`config.mk`:
```
export PLATFORM = sky130hd
export DESIGN_NAME = reg_file
export DESIGN_NICKNAME = d
export VERILOG_FILES = /design/src/source/rv_pkg.sv /design/src/source/reg_file.sv
export SDC_FILE = /design/constraint.sdc
export NUM_CORES = 2
export LEC_CHECK = 0
export BUFFER_PORTS_ARGS = -buffer_cell sky130_fd_sc_hd__buf_2
export CAP_MARGIN = 20
export CELL_PAD_IN_SITES_DETAIL_PLACEMENT = 2
export CELL_PAD_IN_SITES_GLOBAL_PLACEMENT = 2
export CORE_MARGIN = 1.5
export CORE_UTILIZATION = 40
export DETAILED_ROUTE_END_ITERATION = 10
export HOLD_SLACK_MARGIN = 0.15
export PLACE_DENSITY = 0.73
export SLEW_MARGIN = 20
export SYNTH_ARGS = -nofsm -noshare
export SYNTH_HDL_FRONTEND = slang
export SYNTH_SLANG_ARGS = --single-unit
```
`constraint.sdc`:
```
create_clock -name clk -period 3.4 [get_ports clk]
set_input_delay 0.34 -clock clk [delete_from_list [all_inputs] [get_ports clk]]
set_output_delay 0.34 -clock clk [all_outputs]
set_load 0.01 [all_outputs]
```
`src/source/rv_pkg.sv`:
```
package rv_pkg;

    localparam int XLEN       = 64;   // data and pc width
    localparam int ILEN       = 32;   // instruction width
    localparam int REG_ADDR_W = 5;    // register index width
    localparam int NUM_REGS   = 32;   // x0..x31
    localparam int SHAMT_W    = 6;    // rv64 shift amount bits
    localparam logic [XLEN-1:0] RESET_PC = 64'h0000_0000_8000_0000;

    // major opcodes handled by this slice
    typedef enum logic [6:0] {
        OP     = 7'b0110011,   // reg-reg alu
        OP_IMM = 7'b0010011,   // reg-imm alu
        LUI    = 7'b0110111,
        AUIPC  = 7'b0010111,
        SYSTEM = 7'b1110011    // only ebreak accepted
    } opcode_e;

    typedef enum logic [3:0] {
        ADD,
        SUB,
        AND,
        OR,
        XOR,
        SLL,
        SRL,
        SRA,      // arithmetic right shift
        SLT,      // signed compare
        SLTU,     // unsigned compare
        PASS_B    // lui result
    } alu_op_e;

    typedef enum logic {
        RUN,
        HALTED
    } run_state_e;

    // decoded slot crossing id/ex
    typedef struct packed {
        logic [XLEN-1:0]       pc;
        alu_op_e               alu_op;
        logic [REG_ADDR_W-1:0] rs1;
        logic [REG_ADDR_W-1:0] rs2;
        logic                  rs1_en;    // src1 came from a register
        logic                  rs2_en;    // src2 came from a register
        logic [XLEN-1:0]       src1;
        logic [XLEN-1:0]       src2;
        logic [REG_ADDR_W-1:0] rd;
        logic                  reg_wen;
        logic                  ebreak;
        logic                  illegal;
        logic                  ena;       // slot holds a real instruction
    } id_ex_t;

    typedef struct packed {
        logic                  valid;
        logic [REG_ADDR_W-1:0] rd;
        logic [XLEN-1:0]       data;
    } wb_t;

endpackage

```
`src/source/reg_file.sv`:
```
`timescale 1ns/10ps

module reg_file (
    input  logic                          clk,
    input  logic                          rst_n,
    input  logic [rv_pkg::REG_ADDR_W-1:0] rs1_addr_i,
    input  logic [rv_pkg::REG_ADDR_W-1:0] rs2_addr_i,
    output logic [rv_pkg::XLEN-1:0]       rs1_data_o,
    output logic [rv_pkg::XLEN-1:0]       rs2_data_o,
    input  rv_pkg::wb_t                   wb_i
);

    logic [rv_pkg::XLEN-1:0] regs_q [rv_pkg::NUM_REGS];
    logic                    wr_en;

    assign wr_en = wb_i.valid && (wb_i.rd != '0);   // x0 never written

    always_ff @(posedge clk or negedge rst_n) begin
        if (!rst_n) begin
            for (int i = 0; i < rv_pkg::NUM_REGS; i++) begin
                regs_q[i] <= '0;
            end
        end else if (wr_en) begin
            regs_q[wb_i.rd] <= wb_i.data;
        end
    end

    // write-through so decode sees a result one slot back
    assign rs1_data_o = (rs1_addr_i == '0)                   ? '0        :   // x0 reads zero
                        (wr_en && (wb_i.rd == rs1_addr_i)) ? wb_i.data :
                                                              regs_q[rs1_addr_i];
    assign rs2_data_o = (rs2_addr_i == '0)                   ? '0        :
                        (wr_en && (wb_i.rd == rs2_addr_i)) ? wb_i.data :
                                                              regs_q[rs2_addr_i];

endmodule

```
==> flow_metrics.tcl <==
set metrics [dict create \
    outcome "finished, violations left" \
    violations "setup timing" \
    slew-limit-headroom_pct 14.8 \
    cts_sinks 2048 \
    dieArea_mm2 0.275 \
    postRouteAntennaNets 0 \
    grt_pass1_vias 85218 \
    power_density_mw_per_mm2 604 \
    cellLeakagePower_nw 55.0 \
    fillers 24899 \
    top_register "regs_q" \
    routedWlPerCell_um 41.3 \
    critPathBufInv 2 \
    largest_reg_flops 2048 \
    dp.cells 10854 \
    place_congestion 0.853 \
    ys_ff_latch 2048 \
    drv_slew 0 \
    io_buffers 209 \
    clk_pin_slew_ns 0.06 \
    drc 0 \
    drt-initial-drc-count 7954 \
    ctsRootBufferMaster "clkbuf_16" \
    yosysSeqAreaShare_pct 47.2 \
    yosys.cell_types.count 51 \
    synthCells 7386 \
    grt_pass1_wl_mm 668 \
    fin_crit_sh_pct 102 \
    worstPathArrival_ns 3.14 \
    crit_path_end_kind "primary output" \
    grt_setup_unrepaired "yes" \
    worst_pin_slew_ns 1.28 \
    syn_area_mm2 0.109 \
    fin_skew_ns 0 \
    cp_slowest_cell "a221o_1" \
    avgSynthCellArea_um2 14.7 \
    io_pins 210 \
    nets 7681 \
    numCtsBuffers 237 \
    setup_viol 4 \
    peakVddDrop_v 0.000432 \
    hpwl_mm 282 \
    final_core_util_pct 46.8 \
    drt-pass1-iter-count 6 \
    crit_type "register to primary output" \
    async_flop_share_pct 100 \
    final_common_cell "dfrtp_1" \
    row_count 191 \
    syn_to_final_growth_pct 16.5 \
    grt_max_degree 118 \
    critPathTopFamily "compound AO/OA/AOI/OAI gates" \
    crit_path_max_fanout 2 \
    clk_latency_ns 0.92 \
    largestRegisters "regs_q (2048)" \
    antenna_found_initial 37 \
    setup_ws_ns -0.0782 \
    yosysWarningCount 0 \
    drive_above_1_share_pct 53.4 \
    vias_per_cell 6.84 \
    fmax_mhz 288 \
    hold_class "input pin to async pin" \
    htreeDepth 4 \
    synth-main-ff-cell "dfrtp_1" \
    stdcell_count 11376 \
    max_stage_delay_ns 0.41 \
    synth_edf_count 0 \
    synth_nets 7468 \
    grtUsageTotal_pct 34.1 \
    die_w_um 524 \
    cts_tree "built" \
    hold_viol 0 \
    dieHeight_um 524 \
    num_vias 77766 \
    gr-total-overflow 0 \
    cp_cell_sequence "buf_4 -> mux2_2 -> o22ai_4 -> nor2_1 -> o31a_1 -> a221o_1 -> buf_2" \
    routed_wl_mm 470 \
    fin_setup_tns_ns -0.159 \
    min_period_ns 3.48 \
    start_util_pct 40.2 \
    core_mm2 0.271 \
    final_cell_mix "dfrtp_1, mux2_2, mux4_2, buf_4, mux2i_1" \
    cap_violations 0 \
    cts_buffer_depth 4 \
    cp.required_ns 3.06 \
    startpoint_type "register" \
]
## routing by layer
| metal | routed length, µm | vias to the layer above | GRT usage [%] |
|---|---|---|---|
| met4 | 26400 | 12 | 18.0 |
| met5 | 72 | - | 0 |
| met1 | 185000 | 43289 | 44.7 |
| met3 | 37500 | 1291 | 7.04 |
| met2 | 221000 | 4124 | 53.3 |
| li1 | - | 29050 | - |
## cell type report
cell class	count	area (µm²)	area share, %
Antenna cell	20	50.0	0.0395
Clock buffer	338	6980	5.52
Clock inverter	88	1080	0.857
Inverter	6	22.5	0.0178
Multi-Input combinational cell	4474	54400	43.0
Sequential cell	2048	51200	40.5
Tap cell	3570	4470	3.53
Timing Repair Buffer	832	8310	6.56
## per-stage QoR
stage                     hold slack, ns  power (mW)  setup WS, ns  instance area [µm²]
after floorplan                   0.0444        42.4         0.819               109000
final                              0.317        76.5       -0.0782               127000
after CTS                          0.292        76.3       -0.0883               126000
after global placement             0.377        47.2        -0.229               117000
after detailed placement           0.384        48.6        -0.201               117000
after global routing               0.304        78.8       -0.0713               127000
## power breakdown
| part | internal [mW] | switching (mW) | total, mW | leakage, nW |
|---|---|---|---|---|
| Sequential | 29.0 | 4.13 | 33.1 | 26.3 |
| Combinational | 8.97 | 7.21 | 16.2 | 24.7 |
| Clock | 15.9 | 11.3 | 27.1 | 4.00 |
| Total | 53.9 | 22.6 | 76.5 | 55.0 |
## kinds of logic after synthesis
kind of cell	share of synthesized area, %
flip-flops	47.2
AO/OA/AOI/OAI	5.28
buffers and inverters	3.42
multiplexers	42.1
XOR/XNOR	0.0806
AND/OR/NAND/NOR	1.96
## worst reg2reg max path, cell delays in order, from the launching register on
cell	delay [ns]
dfrtp_1	0.40
buf_4	0.15
mux2_2	0.25
## cell usage after synthesis, types with 43 or more instances
library cell | count | share of area, %
a211oi_1 | 82 | 0.57
a21oi_1 | 76 | 0.35
a22oi_1 | 176 | 1.2
buf_2 | 197 | 0.91
buf_4 | 43 | 0.30
clkbuf_1 | 578 | 2.0
dfrtp_1 | 2048 | 47
mux2_2 | 2001 | 21
mux2i_1 | 338 | 3.1
mux4_2 | 880 | 18
nand2_1 | 99 | 0.34
nor2_1 | 153 | 0.53
nor2b_1 | 62 | 0.36
o211ai_1 | 43 | 0.30
o21ai_0 | 89 | 0.41
o22ai_1 | 119 | 0.69
## path summary, 6_finish.rpt
kind,startpoint,end,slack (ns),cells after the start
worst max register to register,regs_q[1102],regs_q[1102],2.48,2
min in group clk,wb_i[69],regs_q[511],0.38,4
max in group asynchronous,rst_n,regs_q[1341],2.22,3
worst min-delay path,rst_n,regs_q[1663],0.32,3
worst min register to register,regs_q[2005],regs_q[2005],0.40,0
worst max-delay path,regs_q[1570],rs2_data_o[34],-0.08,7
## repair_timing
action                                  in CTS  in global routing
endpoints found under the hold margin     2625                  0
setup buffers                                3                  8
resized for setup                           47                 29
pin swaps                                    9                 17
endpoints found under the setup margin      26                 22
hold buffers                                66                  0
No activity file was read; power rests on OpenSTA's default activity.
