--- src/source/rv_pkg.sv ---
package rv_pkg;

    localparam int XLEN       = 64;   // data and pc width
    localparam int ILEN       = 32;   // instruction width
    localparam int REG_ADDR_W = 5;    // register index width
    localparam int NUM_REGS   = 32;   // x0..x31
    localparam int SHAMT_W    = 6;    // rv64 shift amount bits
    localparam logic [XLEN-1:0] RESET_PC = 64'h0000_0000_8000_0000;

    // major opcodes handled by this slice
    typedef enum logic [6:0] {
        OP     = 7'b0110011,   // reg-reg alu
        OP_IMM = 7'b0010011,   // reg-imm alu
        LUI    = 7'b0110111,
        AUIPC  = 7'b0010111,
        SYSTEM = 7'b1110011    // only ebreak accepted
    } opcode_e;

    typedef enum logic [3:0] {
        ADD,
        SUB,
        AND,
        OR,
        XOR,
        SLL,
        SRL,
        SRA,      // arithmetic right shift
        SLT,      // signed compare
        SLTU,     // unsigned compare
        PASS_B    // lui result
    } alu_op_e;

    typedef enum logic {
        RUN,
        HALTED
    } run_state_e;

    // decoded slot crossing id/ex
    typedef struct packed {
        logic [XLEN-1:0]       pc;
        alu_op_e               alu_op;
        logic [REG_ADDR_W-1:0] rs1;
        logic [REG_ADDR_W-1:0] rs2;
        logic                  rs1_en;    // src1 came from a register
        logic                  rs2_en;    // src2 came from a register
        logic [XLEN-1:0]       src1;
        logic [XLEN-1:0]       src2;
        logic [REG_ADDR_W-1:0] rd;
        logic                  reg_wen;
        logic                  ebreak;
        logic                  illegal;
        logic                  ena;       // slot holds a real instruction
    } id_ex_t;

    typedef struct packed {
        logic                  valid;
        logic [REG_ADDR_W-1:0] rd;
        logic [XLEN-1:0]       data;
    } wb_t;

endpackage

--- src/source/inst_decode.sv ---
`timescale 1ns/10ps

module inst_decode (
    input  logic [rv_pkg::ILEN-1:0]       inst_i,
    input  logic [rv_pkg::XLEN-1:0]       pc_i,
    input  logic                          valid_i,
    output logic [rv_pkg::REG_ADDR_W-1:0] rs1_addr_o,
    output logic [rv_pkg::REG_ADDR_W-1:0] rs2_addr_o,
    input  logic [rv_pkg::XLEN-1:0]       rs1_data_i,
    input  logic [rv_pkg::XLEN-1:0]       rs2_data_i,
    output rv_pkg::id_ex_t                bundle_o
);

    rv_pkg::opcode_e               opcode;
    logic [2:0]                    funct3;
    logic [6:0]                    funct7;
    logic [rv_pkg::REG_ADDR_W-1:0] rd;
    logic [rv_pkg::XLEN-1:0]       imm_i;      // sign extended i-type
    logic [rv_pkg::XLEN-1:0]       imm_u;      // sign extended u-type
    rv_pkg::alu_op_e               alu_op;
    logic                          known;      // encoding recognised
    logic                          writes;     // produces a register result
    logic                          is_ebreak;
    logic                          use_rs1;
    logic                          use_rs2;
    logic [rv_pkg::XLEN-1:0]       src1;
    logic [rv_pkg::XLEN-1:0]       src2;

    assign opcode     = rv_pkg::opcode_e'(inst_i[6:0]);
    assign funct3     = inst_i[14:12];
    assign funct7     = inst_i[31:25];
    assign rd         = inst_i[11:7];
    assign rs1_addr_o = inst_i[19:15];   // regfile read ports are combinational
    assign rs2_addr_o = inst_i[24:20];
    assign imm_i      = {{(rv_pkg::XLEN-12){inst_i[31]}}, inst_i[31:20]};
    assign imm_u      = {{(rv_pkg::XLEN-32){inst_i[31]}}, inst_i[31:12], 12'b0};

    always_comb begin
        alu_op    = rv_pkg::ADD;
        known     = 1'b0;
        writes    = 1'b0;
        is_ebreak = 1'b0;
        use_rs1   = 1'b0;
        use_rs2   = 1'b0;
        src1      = '0;
        src2      = '0;
        case (opcode)
            rv_pkg::OP: begin
                use_rs1 = 1'b1;
                use_rs2 = 1'b1;
                writes  = 1'b1;
                src1    = rs1_data_i;
                src2    = rs2_data_i;
                case (funct3)
                    3'b000:  alu_op = funct7[5] ? rv_pkg::SUB : rv_pkg::ADD;
                    3'b001:  alu_op = rv_pkg::SLL;
                    3'b010:  alu_op = rv_pkg::SLT;
                    3'b011:  alu_op = rv_pkg::SLTU;
                    3'b100:  alu_op = rv_pkg::XOR;
                    3'b101:  alu_op = funct7[5] ? rv_pkg::SRA : rv_pkg::SRL;
                    3'b110:  alu_op = rv_pkg::OR;
                    default: alu_op = rv_pkg::AND;
                endcase
                if (funct7 == 7'b0100000) begin
                    known = (funct3 == 3'b000) || (funct3 == 3'b101);   // sub and sra only
                end else begin
                    known = (funct7 == 7'b0000000);
                end
            end
            rv_pkg::OP_IMM: begin
                use_rs1 = 1'b1;
                writes  = 1'b1;
                known   = 1'b1;
                src1    = rs1_data_i;
                src2    = imm_i;                         // shamt sits in imm[5:0]
                case (funct3)
                    3'b000:  alu_op = rv_pkg::ADD;
                    3'b010:  alu_op = rv_pkg::SLT;
                    3'b011:  alu_op = rv_pkg::SLTU;
                    3'b100:  alu_op = rv_pkg::XOR;
                    3'b110:  alu_op = rv_pkg::OR;
                    3'b111:  alu_op = rv_pkg::AND;
                    3'b001: begin
                        alu_op = rv_pkg::SLL;
                        known  = (inst_i[31:26] == 6'b000000);
                    end
                    default: begin                       // srli / srai
                        alu_op = inst_i[30] ? rv_pkg::SRA : rv_pkg::SRL;
                        known  = (inst_i[31:26] == 6'b000000) || (inst_i[31:26] == 6'b010000);
                    end
                endcase
            end
            rv_pkg::LUI: begin
                alu_op = rv_pkg::PASS_B;                 // src1 stays zero
                writes = 1'b1;
                known  = 1'b1;
                src2   = imm_u;
            end
            rv_pkg::AUIPC: begin
                writes = 1'b1;
                known  = 1'b1;
                src1   = pc_i;
                src2   = imm_u;
            end
            rv_pkg::SYSTEM: begin
                is_ebreak = (inst_i == 32'h0010_0073);   // ecall and csr ops unsupported
                known     = is_ebreak;
            end
            default: known = 1'b0;
        endcase
    end

    always_comb begin
        bundle_o.pc      = pc_i;
        bundle_o.alu_op  = alu_op;
        bundle_o.rs1     = rs1_addr_o;
        bundle_o.rs2     = rs2_addr_o;
        bundle_o.rs1_en  = use_rs1;
        bundle_o.rs2_en  = use_rs2;
        bundle_o.src1    = src1;
        bundle_o.src2    = src2;
        bundle_o.rd      = rd;
        bundle_o.reg_wen = valid_i && known && writes && (rd != '0);   // x0 writes dropped here
        bundle_o.ebreak  = valid_i && is_ebreak;
        bundle_o.illegal = valid_i && !known;
        bundle_o.ena     = valid_i;
    end

    // an unknown encoding must never reach the register file
    assert final (!(bundle_o.reg_wen && bundle_o.illegal))
        else $error("inst_decode: reg_wen set on illegal instruction");

endmodule

--- config.mk ---
export PLATFORM = sky130hd
export DESIGN_NAME = inst_decode
export DESIGN_NICKNAME = d
export VERILOG_FILES = /design/src/source/rv_pkg.sv /design/src/source/inst_decode.sv
export SDC_FILE = /design/constraint.sdc
export NUM_CORES = 1
export LEC_CHECK = 0
export BUFFER_PORTS_ARGS = -buffer_cell sky130_fd_sc_hd__buf_2
export CAP_MARGIN = 25
export CELL_PAD_IN_SITES_DETAIL_PLACEMENT = 1
export CELL_PAD_IN_SITES_GLOBAL_PLACEMENT = 2
export CORE_AREA = 2 2 176 178
export DETAILED_ROUTE_END_ITERATION = 12
export DIE_AREA = 0 0 178 180
export PLACE_DENSITY = 0.77
export SETUP_SLACK_MARGIN = 0.05
export SLEW_MARGIN = 20
export SYNTH_ARGS = -nofsm -noshare
export SYNTH_HDL_FRONTEND = slang
export SYNTH_SLANG_ARGS = --single-unit
--- constraint.sdc ---
create_clock -name vclk -period 4.45
set_input_delay 1.335 -clock vclk [all_inputs]
set_output_delay 1.335 -clock vclk [all_outputs]
set_load 0.005 [all_outputs]
==> results.md <==
- The required arrival time at the worst endpoint is 3.12 ns.
- The final count of hold timing violations is 0.
- The total of max-cap violations is 0.
- The minimum period implied by the final worst setup slack is 4.28 ns.
- Clock buffers in the final layout number 0.
- The final layout contains a sequential cell count of 0.
- The number of buffers inserted by post-CTS setup repair is 0.
- Each instance of the synthesized netlist takes up on average 7.76 um^2.
- Setup repair after global routing left no endpoint under its margin.
- The setup path with the least slack is of type in2out.
- From synthesis to final layout, the design area changed by 83.3%.
- For the pin with the worst max-slew slack, the measured transition is 0.546 ns.
- After clock tree synthesis, the flow added hold-fix buffers numbering 0.
- Of the cells placed in the final design, the portion with a size suffix greater than 1 is 72.5%.
- For this design the ratio of total power to cell area is 55.3 nW/um^2.
- The number of instances in the synthesized netlist is 314.
- The total routing usage reported by global routing is 12.3%.
- Summed over all layers, the routed wires come to 21,500 um.
- The total overflow left after global routing is 0.
- The final number of max-transition violations is 0.
- The first-pass GRT wire length is 28,800 um.
- Of the synthesized area, sequential elements account for 0%.
- The accumulated negative setup slack is 0 ns.
- The via count of the first global-routing pass was 4,010.
- Summing every instance area after synthesis gives 2440 um^2.
- The number of rows created at floorplan is 64.
- Entering global routing, the biggest net connects 45 pins.
- The number of antenna violations at the first check in global routing is 5.
- The average vias per placed instance is 3.70.
- The number of nets in the synthesized netlist is 539.
- The count of warnings emitted by yosys is 0.
- STA classifies the critical path endpoint as a primary output.
- The worst setup slack after placement is 0.176 ns.
- The width of the die is 178 um.
- The count of buffers from port buffering is 452.
- The area inside the core boundary is 30,200 um^2.
- The initial cell density of the core is 8.07%.
- The number of DRC markers in iteration 0 is 102.
- The maximum achievable frequency is 0.233 GHz.
- The vertical die dimension is 180 um.
- The register area is 0 um^2.
- The remaining antenna violation count is 0.
- After detailed routing, the number of remaining DRC violations is 0.
- Across all layers, the routed design uses 3,915 vias.
- Yosys mapped the design onto 39 distinct sky130hd cell types.
- In the post-route analysis, the smallest setup slack over all paths is 0.167 ns.
- The placer congestion estimate is 0.825.
- Setup violations remaining at the end of the flow were counted as 0.
- The total of cells resized after clock tree synthesis is 0.
- The floorplan step defined a die boundary enclosing 32,000 um^2.
- The length of the first detailed-routing pass in iterations is 4.
- The largest fanout of any net on the critical path is 36.
- The final critical path takes up 96.3% of the cycle.
- The total power draw is 0.247 mW.
- The leakage component of the power is 2.96 nW.
- The kind of launch point of the worst setup path is an input port.
- The number of top-level design ports is 452.
- The flow ran to the end, and the final reports show no timing, DRC or antenna violations.
- At the end of the flow, the number of nets in the layout was 888.
- The worst-case IR drop observed on VDD is 16.6 uV.
- After detailed routing, the average wire length per cell comes to 20.3 um.
- The path type of the worst min-delay path is in2out.
- After legalization and detailed placement, the total HPWL measured 19,700 um.
- STA puts the critical path data arrival time at 2.95 ns.
- In this run the tightest slew margin relative to its limit is 63.3%.
- The smallest hold slack is 2.85 ns.
==> cell usage in the layout, fill, tap and decap left out <==
| cell | n |
|---|---|
| sky130_fd_sc_hd__a21oi_1 | 3 |
| sky130_fd_sc_hd__buf_12 | 4 |
| sky130_fd_sc_hd__nand4_1 | 1 |
| sky130_fd_sc_hd__xnor2_1 | 1 |
| sky130_fd_sc_hd__or3_1 | 2 |
| sky130_fd_sc_hd__inv_2 | 1 |
| sky130_fd_sc_hd__a22o_1 | 63 |
| sky130_fd_sc_hd__nor4_1 | 4 |
| sky130_fd_sc_hd__a311oi_1 | 2 |
| sky130_fd_sc_hd__o211ai_1 | 1 |
| sky130_fd_sc_hd__and2_1 | 1 |
| sky130_fd_sc_hd__a31oi_1 | 1 |
| sky130_fd_sc_hd__a21boi_0 | 1 |
| sky130_fd_sc_hd__diode_2 | 2 |
| sky130_fd_sc_hd__nor3_4 | 1 |
| sky130_fd_sc_hd__a22o_4 | 1 |
| sky130_fd_sc_hd__a221o_1 | 19 |
| sky130_fd_sc_hd__nand4b_4 | 1 |
| sky130_fd_sc_hd__nand3_1 | 1 |
| sky130_fd_sc_hd__or2_1 | 1 |
| sky130_fd_sc_hd__nand2_1 | 5 |
| sky130_fd_sc_hd__and4b_1 | 1 |
| sky130_fd_sc_hd__or4_1 | 1 |
| sky130_fd_sc_hd__inv_1 | 3 |
| sky130_fd_sc_hd__a21o_1 | 34 |
| sky130_fd_sc_hd__buf_2 | 452 |
| sky130_fd_sc_hd__nor4b_1 | 2 |
| sky130_fd_sc_hd__nor2_1 | 15 |
| sky130_fd_sc_hd__buf_4 | 16 |
| sky130_fd_sc_hd__mux2i_1 | 11 |
| sky130_fd_sc_hd__nor3_1 | 3 |
| sky130_fd_sc_hd__o221a_2 | 1 |
| sky130_fd_sc_hd__o21a_1 | 1 |
| sky130_fd_sc_hd__o32ai_1 | 1 |
| sky130_fd_sc_hd__nor3_2 | 1 |
| sky130_fd_sc_hd__and2_4 | 1 |
| sky130_fd_sc_hd__nand2b_1 | 3 |
| sky130_fd_sc_hd__o221ai_1 | 1 |
==> through the flow <==
step / util, % / instance area [um^2] / std cells
after floorplan: - / 2440 / 314
after global placement: 14.8 / 4460 / 1057
after detailed placement: 14.8 / 4460 / 1057
after CTS: 14.8 / 4460 / 1057
after global routing: 14.8 / 4460 / 1057
final: 14.8 / 4470 / 1059
==> critical path: stages <==
cell and delay, ns:
sky130_fd_sc_hd__buf_2 0.10, sky130_fd_sc_hd__nand4b_4 0.22, sky130_fd_sc_hd__or2_1 0.34, sky130_fd_sc_hd__nor3_4 0.18
sky130_fd_sc_hd__buf_12 0.22, sky130_fd_sc_hd__buf_4 0.22, sky130_fd_sc_hd__a22o_1 0.17, sky130_fd_sc_hd__buf_2 0.13
==> synthesized netlist by cell type (2+ instances only) <==
library cell / count / area share, %
sky130_fd_sc_hd__clkbuf_1: 9 / 1.4
sky130_fd_sc_hd__inv_1: 3 / 0.46
sky130_fd_sc_hd__buf_6: 10 / 4.6
sky130_fd_sc_hd__buf_2: 9 / 1.8
sky130_fd_sc_hd__a311oi_1: 2 / 0.72
sky130_fd_sc_hd__a22o_1: 63 / 23
sky130_fd_sc_hd__a221o_1: 19 / 7.8
sky130_fd_sc_hd__a21oi_1: 3 / 0.62
sky130_fd_sc_hd__nor4b_1: 2 / 0.72
sky130_fd_sc_hd__a21o_1: 34 / 10
sky130_fd_sc_hd__nor2_1: 15 / 2.3
sky130_fd_sc_hd__nand2b_1: 3 / 0.77
sky130_fd_sc_hd__nand2_1: 5 / 0.77
sky130_fd_sc_hd__nor4_1: 4 / 1.0
sky130_fd_sc_hd__buf_4: 93 / 29
sky130_fd_sc_hd__nor3_1: 4 / 0.82
sky130_fd_sc_hd__or3_1: 2 / 0.51
sky130_fd_sc_hd__buf_8: 3 / 1.8
sky130_fd_sc_hd__mux2i_1: 11 / 4.5
==> final cells by class <==
| cell class | count | area [um^2] |
|---|---|---|
| inverter | 4 | 15.0 |
| timing repair buffer | 472 | 2460 |
| antenna | 2 | 5.00 |
| fill | 3749 | 25700 |
| tap | 396 | 495 |
| multi-input combinational | 185 | 1490 |
==> where the power goes <==
part	switching [mW]	internal, mW
Combinational	0.119	0.128
Sequential	0	0
Clock	0	0.0000000604
Total	0.119	0.128
==> kinds of logic after synthesis <==
group | share of synthesized area [%]
AOI/OAI and AO/OA | 45.4
muxes | 4.52
xor gates and xnor gates | 0.360
buffers and inverters | 39.1
and+or+nand+nor | 10.6
==> final timing paths <==
kind / startpoint / endpoint / slack, ns / cells after the start
max: inst_i[3] / bundle_o[113] / 0.17 / 8
min: inst_i[11] / bundle_o[8] / 2.85 / 2
==> routing by layer <==
layer / wire length, um / track usage [%] / up-vias
met5: 27 / 0 / -
met4: 14 / 0 / 4
met3: 1930 / 3.07 / 6
met2: 11200 / 24.4 / 270
met1: 8300 / 13.8 / 1833
li1: - / - / 1802
(Power assumes the default switching activity.)
