==> src/source/rv_pkg.sv <==
package rv_pkg;

    localparam int XLEN       = 64;   // data and pc width
    localparam int ILEN       = 32;   // instruction width
    localparam int REG_ADDR_W = 5;    // register index width
    localparam int NUM_REGS   = 32;   // x0..x31
    localparam int SHAMT_W    = 6;    // rv64 shift amount bits
    localparam logic [XLEN-1:0] RESET_PC = 64'h0000_0000_8000_0000;

    // major opcodes handled by this slice
    typedef enum logic [6:0] {
        OP     = 7'b0110011,   // reg-reg alu
        OP_IMM = 7'b0010011,   // reg-imm alu
        LUI    = 7'b0110111,
        AUIPC  = 7'b0010111,
        SYSTEM = 7'b1110011    // only ebreak accepted
    } opcode_e;

    typedef enum logic [3:0] {
        ADD,
        SUB,
        AND,
        OR,
        XOR,
        SLL,
        SRL,
        SRA,      // arithmetic right shift
        SLT,      // signed compare
        SLTU,     // unsigned compare
        PASS_B    // lui result
    } alu_op_e;

    typedef enum logic {
        RUN,
        HALTED
    } run_state_e;

    // decoded slot crossing id/ex
    typedef struct packed {
        logic [XLEN-1:0]       pc;
        alu_op_e               alu_op;
        logic [REG_ADDR_W-1:0] rs1;
        logic [REG_ADDR_W-1:0] rs2;
        logic                  rs1_en;    // src1 came from a register
        logic                  rs2_en;    // src2 came from a register
        logic [XLEN-1:0]       src1;
        logic [XLEN-1:0]       src2;
        logic [REG_ADDR_W-1:0] rd;
        logic                  reg_wen;
        logic                  ebreak;
        logic                  illegal;
        logic                  ena;       // slot holds a real instruction
    } id_ex_t;

    typedef struct packed {
        logic                  valid;
        logic [REG_ADDR_W-1:0] rd;
        logic [XLEN-1:0]       data;
    } wb_t;

endpackage

==> src/source/pipe_ctrl.sv <==
`timescale 1ns/10ps

module pipe_ctrl (
    input  logic           clk,
    input  logic           rst_n,
    input  rv_pkg::id_ex_t ex_bundle_i,   // slot in execute
    input  rv_pkg::wb_t    wb_i,          // result registered last edge
    input  logic           ebreak_i,      // ebreak pulse out of execute
    output logic           fwd1_o,
    output logic           fwd2_o,
    output logic           kill_id_o,
    output logic           kill_ex_o,
    output logic           halted_o
);

    rv_pkg::run_state_e state_q;
    logic               ebreak_ex;   // ebreak sitting in execute
    logic               halted;

    // operand needs the value still on its way into the regfile
    function automatic logic bypass_hit(
        input logic                          en,
        input logic [rv_pkg::REG_ADDR_W-1:0] addr,
        input rv_pkg::wb_t                   wb
    );
        return en && wb.valid && (wb.rd == addr) && (wb.rd != '0);
    endfunction

    assign ebreak_ex = ex_bundle_i.ena && ex_bundle_i.ebreak;
    assign halted    = (state_q == rv_pkg::HALTED);

    always_ff @(posedge clk or negedge rst_n) begin
        if (!rst_n) begin
            state_q <= rv_pkg::RUN;
        end else if (ebreak_ex) begin
            state_q <= rv_pkg::HALTED;   // sticky until reset
        end
    end

    assign fwd1_o    = bypass_hit(ex_bundle_i.rs1_en, ex_bundle_i.rs1, wb_i);
    assign fwd2_o    = bypass_hit(ex_bundle_i.rs2_en, ex_bundle_i.rs2, wb_i);
    assign kill_id_o = halted || ebreak_ex;   // decode slot is younger than the ebreak
    assign kill_ex_o = halted;                // execute slot is younger once halted
    assign halted_o  = halted;

    assert property (@(posedge clk) disable iff (!rst_n) halted_o |=> halted_o)
        else $error("pipe_ctrl: halted_o dropped without reset");

    // the slot right behind a retiring ebreak never writes back
    assert property (@(posedge clk) disable iff (!rst_n) ebreak_i |=> !wb_i.valid)
        else $error("pipe_ctrl: writeback after ebreak");

endmodule

==> config.mk <==
export PLATFORM = sky130hd
export DESIGN_NAME = pipe_ctrl
export DESIGN_NICKNAME = d
export VERILOG_FILES = /design/src/source/rv_pkg.sv /design/src/source/pipe_ctrl.sv
export SDC_FILE = /design/constraint.sdc
export NUM_CORES = 1
export LEC_CHECK = 0
export BUFFER_PORTS_ARGS = -buffer_cell sky130_fd_sc_hd__buf_4
export CORE_AREA = 2 2 113 115
export DETAILED_ROUTE_END_ITERATION = 12
export DIE_AREA = 0 0 115 117
export GPL_ROUTABILITY_DRIVEN = 0
export HOLD_SLACK_MARGIN = 0.06
export SETUP_SLACK_MARGIN = 0.4
export SYNTH_ARGS = -nofsm -noshare
export SYNTH_HDL_FRONTEND = slang
export SYNTH_SLANG_ARGS = --single-unit
==> constraint.sdc <==
create_clock -name clk -period 0.8 [get_ports clk]
set_input_delay 0.04 -clock clk [delete_from_list [all_inputs] [get_ports clk]]
set_output_delay 0.04 -clock clk [all_outputs]
set_load 0.1 [all_outputs]
==> results of run 1 <==
==> per-stage QoR <==
step / instance area (um2) / hold WS, ns
3_5_place_dp: 681 / -0.180
4_1_cts: 766 / -0.180
2_1_floorplan: 273 / -0.256
3_3_place_gp: 681 / -0.180
6_report: 766 / -0.182
5_1_grt: 766 / -0.179
==> layer usage <==
layer,vias up,share of wire [%]
li1,138,-
met1,125,54
met2,23,39
met3,0,7.1
met4,0,0
met5,-,0
==> timing repair <==
action	in CTS	in global routing
endpoints found under the hold margin	1	1
resized for setup	20	0
pin swaps	4	1
gates cloned	0	0
endpoints found under the setup margin	6	6
==> path summary, 6_finish.rpt <==
kind / depth (start not counted) / end / slack [ns]
max: 5 / fwd1_o / -0.33
min: 1 / halted_o$_DFFE_PN0P_ / -0.18
max reg2reg: 2 / halted_o$_DFFE_PN0P_ / -0.06
min reg2reg: 2 / halted_o$_DFFE_PN0P_ / 0.63
max in group asynchronous: 1 / halted_o$_DFFE_PN0P_ / 0.89
min in group clk: 2 / halted_o$_DFFE_PN0P_ / 0.27
==> cell families after synthesis <==
kind of cell	after synthesis	share of synthesized area [%]
buf+inv	1	4.14
flops	1	13.8
simple gates	7	20.7
xor+xnor	10	48.3
compound gates	3	13.1
==> critical path, cell delays in order <==
cell and delay [ns]:
buf_6 0.09, or4_4 0.53, o21ai_4 0.20, nor3_4 0.06
buf_12 0.16
==> area by class of cell <==
type                    instances  area (um2)  share of cell area (%)
well taps                     150         188                    24.5
flip-flops and latches          1        28.8                    3.76
multi-input cells              20         235                    30.7
repair buffers                 32         314                    41.0
==> cells in the mapped netlist, drive strengths merged <==
| cell | instances | area, um2 |
|---|---|---|
| nor3 | 2 | 10.0 |
| nand2 | 2 | 7.51 |
| a21o | 2 | 15.0 |
| xnor2 | 10 | 87.6 |
| buf | 1 | 7.51 |
| or4 | 1 | 7.51 |
| o21ai | 1 | 8.76 |
| nand4 | 2 | 12.5 |
| dfrtp | 1 | 25.0 |
==> power by group through the flow <==
stage	clock (mW)	sequential, mW	combinational (mW)
after detailed placement	0	0.0516	0.231
final	0	0.0516	0.241
after floorplan	0	0.0516	0.0923
after CTS	0	0.0516	0.244
after global routing	0	0.0516	0.258
after global placement	0	0.0516	0.225
==> results_dict.tcl, run 1 <==
set metrics [dict create \
    min_path_type "in -> async" \
    startpoint_type "primary input" \
    hold_viol_final 1 \
    post_cts.repair.setup_buffers 0 \
    grt_max_degree 4 \
    crit_start "wb_i[68]" \
    power_frac_seq_pct 17.7 \
    ir_worst_vdd_v 0.000146 \
    switchingPower_mw 0.0915 \
    max_freq_ghz 0.886 \
    die_h_um 117 \
    post-route-util_pct 6.22 \
    period_needed_ns 1.13 \
    ys_seq_area_share_pct 13.8 \
    dp_hpwl_um 1120 \
    p_per_area_nw_per_um2 382 \
    track_usage_pct 1.68 \
    fin_nets 345 \
    avgSynthCellArea_um2 8.25 \
    synth_nets 312 \
    vias_per_cell 1.41 \
    pin_count 295 \
    worst_pin_slew_ns 0.186 \
    met1_usage_pct 2.86 \
    setup_viol 4 \
    io_buffers 26 \
    fin_worst_skew_ns 0 \
    diodes 0 \
    drc 0 \
    dp.cells 203 \
    clk_latency_ns 0 \
    syn_to_final_growth_pct 322 \
    violations "hold timing, setup timing" \
    synthCells 22 \
    clkPwrFrac_pct 0 \
    rows 41 \
    layout_commonest_cell "buf_4" \
    rsz0062_at_grt "true" \
    max_cap_viol_count 0 \
    fillers 1456 \
    stdcell_count 203 \
    first_global_vias 322 \
    drt.antenna.violating_nets 0 \
    regToRegStartpoint "halted_o$_DFFE_PN0P_" \
    arrival_ns 1.09 \
    grt_overflow 0 \
    grt_pass1_wl_um 1660 \
    met2_usage_pct 2.43 \
    dr.pass1.iters 3 \
    endpoint_kind "primary output" \
    drtIter0Drc 2 \
    synth_seq_cells 1 \
    worst-setup-path-type "in -> out" \
    internal-power_mw 0.201 \
    cp.required_ns 0.76 \
    ys_warn_count 0 \
    synth_area_um2 181 \
    routed_wl_um 1200 \
    core_area_um2 12300 \
    vias 286 \
    place_ws_ns -0.466 \
    die_area_um2 13500 \
    slew_violations 0 \
    hold_slack_ns -0.182 \
    total_power_mw 0.292 \
    slew_headroom_pct 87.6 \
    status "complete, but fails checks" \
    clk_pin_slew_ns 0 \
    wl_per_cell_um 5.91 \
    period_share_pct 141 \
    die_x_um 115 \
    comb_power_share_pct 82.3 \
    grt.busiest_layer "met1" \
    synth.distinct_cells 9 \
    initial_core_util_pct 1.47 \
    path_max_fanout 2 \
    antenna_found_initial 0 \
    largest_reg_flops 1 \
    post-route-worst-setup-slack_ns -0.329 \
    p_sw_share_pct 31.3 \
    tns_ns -0.768 \
    use_met3_pct 0.0515 \
    p_leak_nw 0.279 \
    final_cell_mix "buf_4, xnor2_2, buf_12" \
    drive_gt1_share_pct 83.0 \
]
Power figures use the tool's default switching activity.
==> run 2, diff against run 1 <==
==> constraint.sdc (replaced) <==
create_clock -name clk -period 1.33 [get_ports clk]
set_input_delay 0.0665 -clock clk [delete_from_list [all_inputs] [get_ports clk]]
set_output_delay 0.0665 -clock clk [all_outputs]
set_load 0.1 [all_outputs]
==> run 2 against run 1 <==
The flow now finishes without violations. Via count decreased by 3.5%. Setup slack better by 0.47 ns. Flip-flop and latch count unchanged. Sequential power decreased by 40%. Utilization shrank 0.37 points. First-iteration DRC count down 100%. Register-to-register slack better by 0.64 ns. Sequential share of layout area up 0.23 points. Critical path depth is the same. Design area fell by 5.9%. Combinational power decreased by 38%. Routed wire length decreased by 14%.
==> results_dict.tcl, run 2 (synthesis results as in run 1) <==
set metrics [dict create \
    status "finished, final reports clean" \
    final_cell_mix "buf_4, xnor2_2, xnor2_1" \
    first_global_vias 273 \
    vias 276 \
    min_path_type "in -> reg" \
    path_max_fanout 2 \
    regToRegStartpoint "halted_o$_DFFE_PN0P_" \
    io_buffers 26 \
    period_needed_ns 1.19 \
    grt_pass1_wl_um 1410 \
    syn_to_final_growth_pct 297 \
    p_leak_nw 0.251 \
    worst-setup-path-type "in -> out" \
    fin_worst_skew_ns 0 \
    track_usage_pct 1.42 \
    arrival_ns 1.12 \
    antenna_found_initial 0 \
    final_cell_area_um2 721 \
    drc 0 \
    reg2reg_to "halted_o$_DFFE_PN0P_" \
    worst_pin_slew_ns 0.280 \
    die_area_um2 13500 \
    max_freq_ghz 0.843 \
    period_share_pct 89.2 \
    core_area_um2 12300 \
    tns_ns 0 \
    comb_power_share_pct 82.8 \
    drt.antenna.violating_nets 0 \
    post-route-util_pct 5.85 \
    switchingPower_mw 0.0602 \
    diodes 0 \
    reg2reg_setup_slack_ns 0.58 \
    p_sw_share_pct 33.4 \
    wl_per_cell_um 5.12 \
    slew_headroom_pct 81.5 \
    slew_violations 0 \
    rsz0062_at_grt "true" \
    startpoint_type "primary input" \
    die_h_um 117 \
    fin_nets 343 \
    clkPwrFrac_pct 0 \
    r2r_cells 1 \
    routed_wl_um 1030 \
    initial_core_util_pct 1.47 \
    endpoint "fwd2_o" \
    layout_commonest_cell "buf_4" \
    crit_start "wb_i[67]" \
    clk_latency_ns 0 \
    p_per_area_nw_per_um2 250 \
    clk_pin_slew_ns 0 \
    pin_count 295 \
    dr.pass1.iters 1 \
    post_dp_cell_area_um2 658 \
    max_cap_viol_count 0 \
    setup_viol 0 \
    drive_gt1_share_pct 84.3 \
    endpoint_kind "primary output" \
    cp.required_ns 1.26 \
    largest_reg_flops 1 \
    ir_worst_vdd_v 0.0000852 \
    drtIter0Drc 0 \
    hold_viol_final 0 \
    internal-power_mw 0.120 \
    rows 41 \
    post_cts.repair.setup_buffers 0 \
    grt_max_degree 5 \
    grt_overflow 0 \
    die_x_um 115 \
    vias_per_cell 1.37 \
    power_frac_seq_pct 17.2 \
    total_power_mw 0.180 \
]
## run 2: cell count changes in the layout (fill, tap and decap cells not counted)
| cell | previous run | this run |
|---|---|---|
| buf_12 | 5 | 2 |
| dlygate4sd3_1 | 0 | 1 |
| nand2_1 | 2 | 0 |
| nand2_2 | 0 | 2 |
## run 2: worst max-delay path: stages
cell     delay (ns)
buf_6          0.09
or4_4          0.53
o21ai_4        0.20
nor3_4         0.06
buf_12         0.16
## run 2: final cells by class
cell class                 instances  area [um2]
sequential                         1        28.8
fill                            1459       11600
tap                              150         188
timing repair buffer              30         264
multi-input combinational         20         240
## run 2: power by group through the flow
stage	Sequential (mW)	Combinational [mW]	Clock, mW
after floorplan	0.0310	0.0555	0
after global placement	0.0311	0.136	0
after detailed placement	0.0311	0.140	0
after CTS	0.0311	0.150	0
after global routing	0.0311	0.162	0
final	0.0311	0.149	0
## run 2: metrics by stage
step / hold slack, ns / std cells / setup WS, ns
floorplan: -0.229 / 22 / 0.169
CTS: 0.306 / 201 / 0.109
detailed placement: -0.157 / 200 / -0.0337
finish: 0.303 / 201 / 0.144
global placement: -0.158 / 200 / -0.0218
global route: 0.311 / 201 / 0.0986
## run 2: worst min-delay path by stage
stage,startpoint,endpoint,slack (ns),cells after the start
after floorplan,rst_n,halted_o$_DFFE_PN0P_,-0.23,0
after global placement,rst_n,halted_o$_DFFE_PN0P_,-0.16,1
after detailed placement,rst_n,halted_o$_DFFE_PN0P_,-0.16,1
after CTS,ex_bundle_i[2],halted_o$_DFFE_PN0P_,0.31,2
after global routing,ex_bundle_i[2],halted_o$_DFFE_PN0P_,0.31,2
final,ex_bundle_i[2],halted_o$_DFFE_PN0P_,0.30,2
## run 2: per-layer routing
metal,routed length (um),track usage (%),part of all wire [%]
met4,0,0,0
met3,82,0.154,8.0
met2,417,2.31,40
met1,530,2.14,51
met5,0,0,0
## run 2: repair_timing
item / in CTS / in global routing
endpoints found under the setup margin: 3 / 2
hold endpoints to repair: 1 / 0
gates cloned: 0 / 0
pin swaps: 4 / 1
hold buffers: 1 / 0
gates resized for setup: 11 / 2
==> run 3, diff against run 2 <==
--- a/config.mk
+++ b/config.mk
@@ -6,12 +6,12 @@
 export NUM_CORES = 1
 export LEC_CHECK = 0
 export BUFFER_PORTS_ARGS = -buffer_cell sky130_fd_sc_hd__buf_4
+export CAP_MARGIN = 20
 export CORE_AREA = 2 2 113 115
 export DETAILED_ROUTE_END_ITERATION = 12
 export DIE_AREA = 0 0 115 117
 export GPL_ROUTABILITY_DRIVEN = 0
 export HOLD_SLACK_MARGIN = 0.06
-export SETUP_SLACK_MARGIN = 0.4
 export SYNTH_ARGS = -nofsm -noshare
 export SYNTH_HDL_FRONTEND = slang
 export SYNTH_SLANG_ARGS = --single-unit
==> run 3 against run 2 <==
First-iteration DRC count unchanged. Largest cell class unchanged. Worst hold slack got worse by 0.017 ns. Cell count down 0.50%. Clock skew unchanged.
==> results_dict.tcl, run 3 (synthesis results as in run 1) <==
set metrics [dict create \
    status "finished, final reports clean" \
    syn_to_final_growth_pct 245 \
    min_path_type "in -> reg" \
    p_per_area_nw_per_um2 243 \
    max_cap_viol_count 0 \
    die_x_um 115 \
    total_power_mw 0.152 \
    vias_per_cell 1.34 \
    slew_violations 0 \
    diodes 0 \
    stdcell_count 200 \
    setup_viol 0 \
    reg2reg_to "halted_o$_DFFE_PN0P_" \
    endpoint "fwd2_o" \
    crit_start "wb_i[65]" \
    worst_pin_slew_ns 0.278 \
    layout_commonest_cell "buf_4" \
    clk_latency_ns 0 \
    arrival_ns 1.22 \
    fin_worst_skew_ns 0 \
    vias 267 \
    wl_per_cell_um 4.38 \
    drtIter0Drc 0 \
    max_freq_ghz 0.776 \
    drc 0 \
    pin_count 295 \
    hold_viol_final 0 \
    seq_area_um2 26.3 \
    slew_headroom_pct 81.6 \
    cp.required_ns 1.26 \
    reg2reg_setup_slack_ns 0.65 \
    fin_nets 342 \
    first_global_vias 243 \
    grt_overflow 0 \
    endpoint_kind "primary output" \
    die_area_um2 13500 \
    worst-setup-path-type "in -> out" \
    rsz0062_at_grt "false" \
    ir_worst_vdd_v 0.000166 \
    r2r_cells 1 \
    grt_max_degree 5 \
    antenna_found_initial 0 \
    largest_reg_flops 1 \
    clk_pin_slew_ns 0 \
    drive_gt1_share_pct 68.0 \
    regToRegStartpoint "halted_o$_DFFE_PN0P_" \
    post-route-util_pct 5.08 \
    routed_wl_um 875 \
    final_cell_mix "buf_4, xnor2_1" \
    drt.antenna.violating_nets 0 \
    period_share_pct 96.9 \
    grt_pass1_wl_um 1170 \
    rows 41 \
    initial_core_util_pct 1.47 \
    path_max_fanout 2 \
    tns_ns 0 \
    core_area_um2 12300 \
    period_needed_ns 1.29 \
    die_h_um 117 \
    multiInputGateArea_um2 184 \
    p_leak_nw 0.199 \
    track_usage_pct 1.16 \
    dr.pass1.iters 1 \
    dp.cells 199 \
    startpoint_type "primary input" \
    fillers 1466 \
    io_buffers 26 \
]
[run 3: routing by layer]
metal / global-route usage (%) / routed length (um) / vias up
li1: - / - / 132
met3: 0.206 / 115 / 0
met1: 1.89 / 454 / 108
met4: 0 / 0 / 0
met5: 0 / 0 / -
met2: 1.65 / 305 / 27
[run 3: area by class of cell]
class / instances / area share (%)
Timing Repair Buffer: 29 / 36.4
Tap cell: 150 / 30.0
Multi-Input combinational cell: 20 / 29.4
Sequential cell: 1 / 4.20
[run 3: worst min-delay path by stage]
stage | from | end | slack, ns | cells after the start
finish | ex_bundle_i[2] | halted_o$_DFFE_PN0P_ | 0.29 | 2
global route | ex_bundle_i[2] | halted_o$_DFFE_PN0P_ | 0.29 | 2
CTS | ex_bundle_i[2] | halted_o$_DFFE_PN0P_ | 0.28 | 2
detailed placement | rst_n | halted_o$_DFFE_PN0P_ | -0.16 | 1
global placement | rst_n | halted_o$_DFFE_PN0P_ | -0.16 | 1
floorplan | rst_n | halted_o$_DFFE_PN0P_ | -0.23 | 0
[run 3: worst max-delay path, stage by stage]
cell and delay (ns):
buf_4 0.13, or4_4 0.55, o21ai_4 0.23, nor3_4 0.07, buf_6 0.19
[run 3: where the power goes]
part | switching (mW) | internal, mW | total (mW)
Combinational | 0.0497 | 0.0714 | 0.121
Clock | 0 | 0 | 0
Sequential | 0.0000000601 | 0.0310 | 0.0310
Total | 0.0497 | 0.102 | 0.152
[run 3: through the flow]
stage	cell area, um2	setup WS (ns)	hold WS (ns)
after floorplan	206	0.104	-0.229
after global placement	597	-0.0213	-0.157
after detailed placement	597	-0.0438	-0.156
after CTS	626	0.0359	0.284
after global routing	626	0.0108	0.292
final	626	0.0416	0.286
[run 3: repair_timing]
action | CTS | global route
hold endpoints to repair | 1 | 0
hold buffers | 1 | 0
endpoints found under the setup margin | 2 | 0
buffers inserted | 0 | 0
resized for setup | 4 | 0
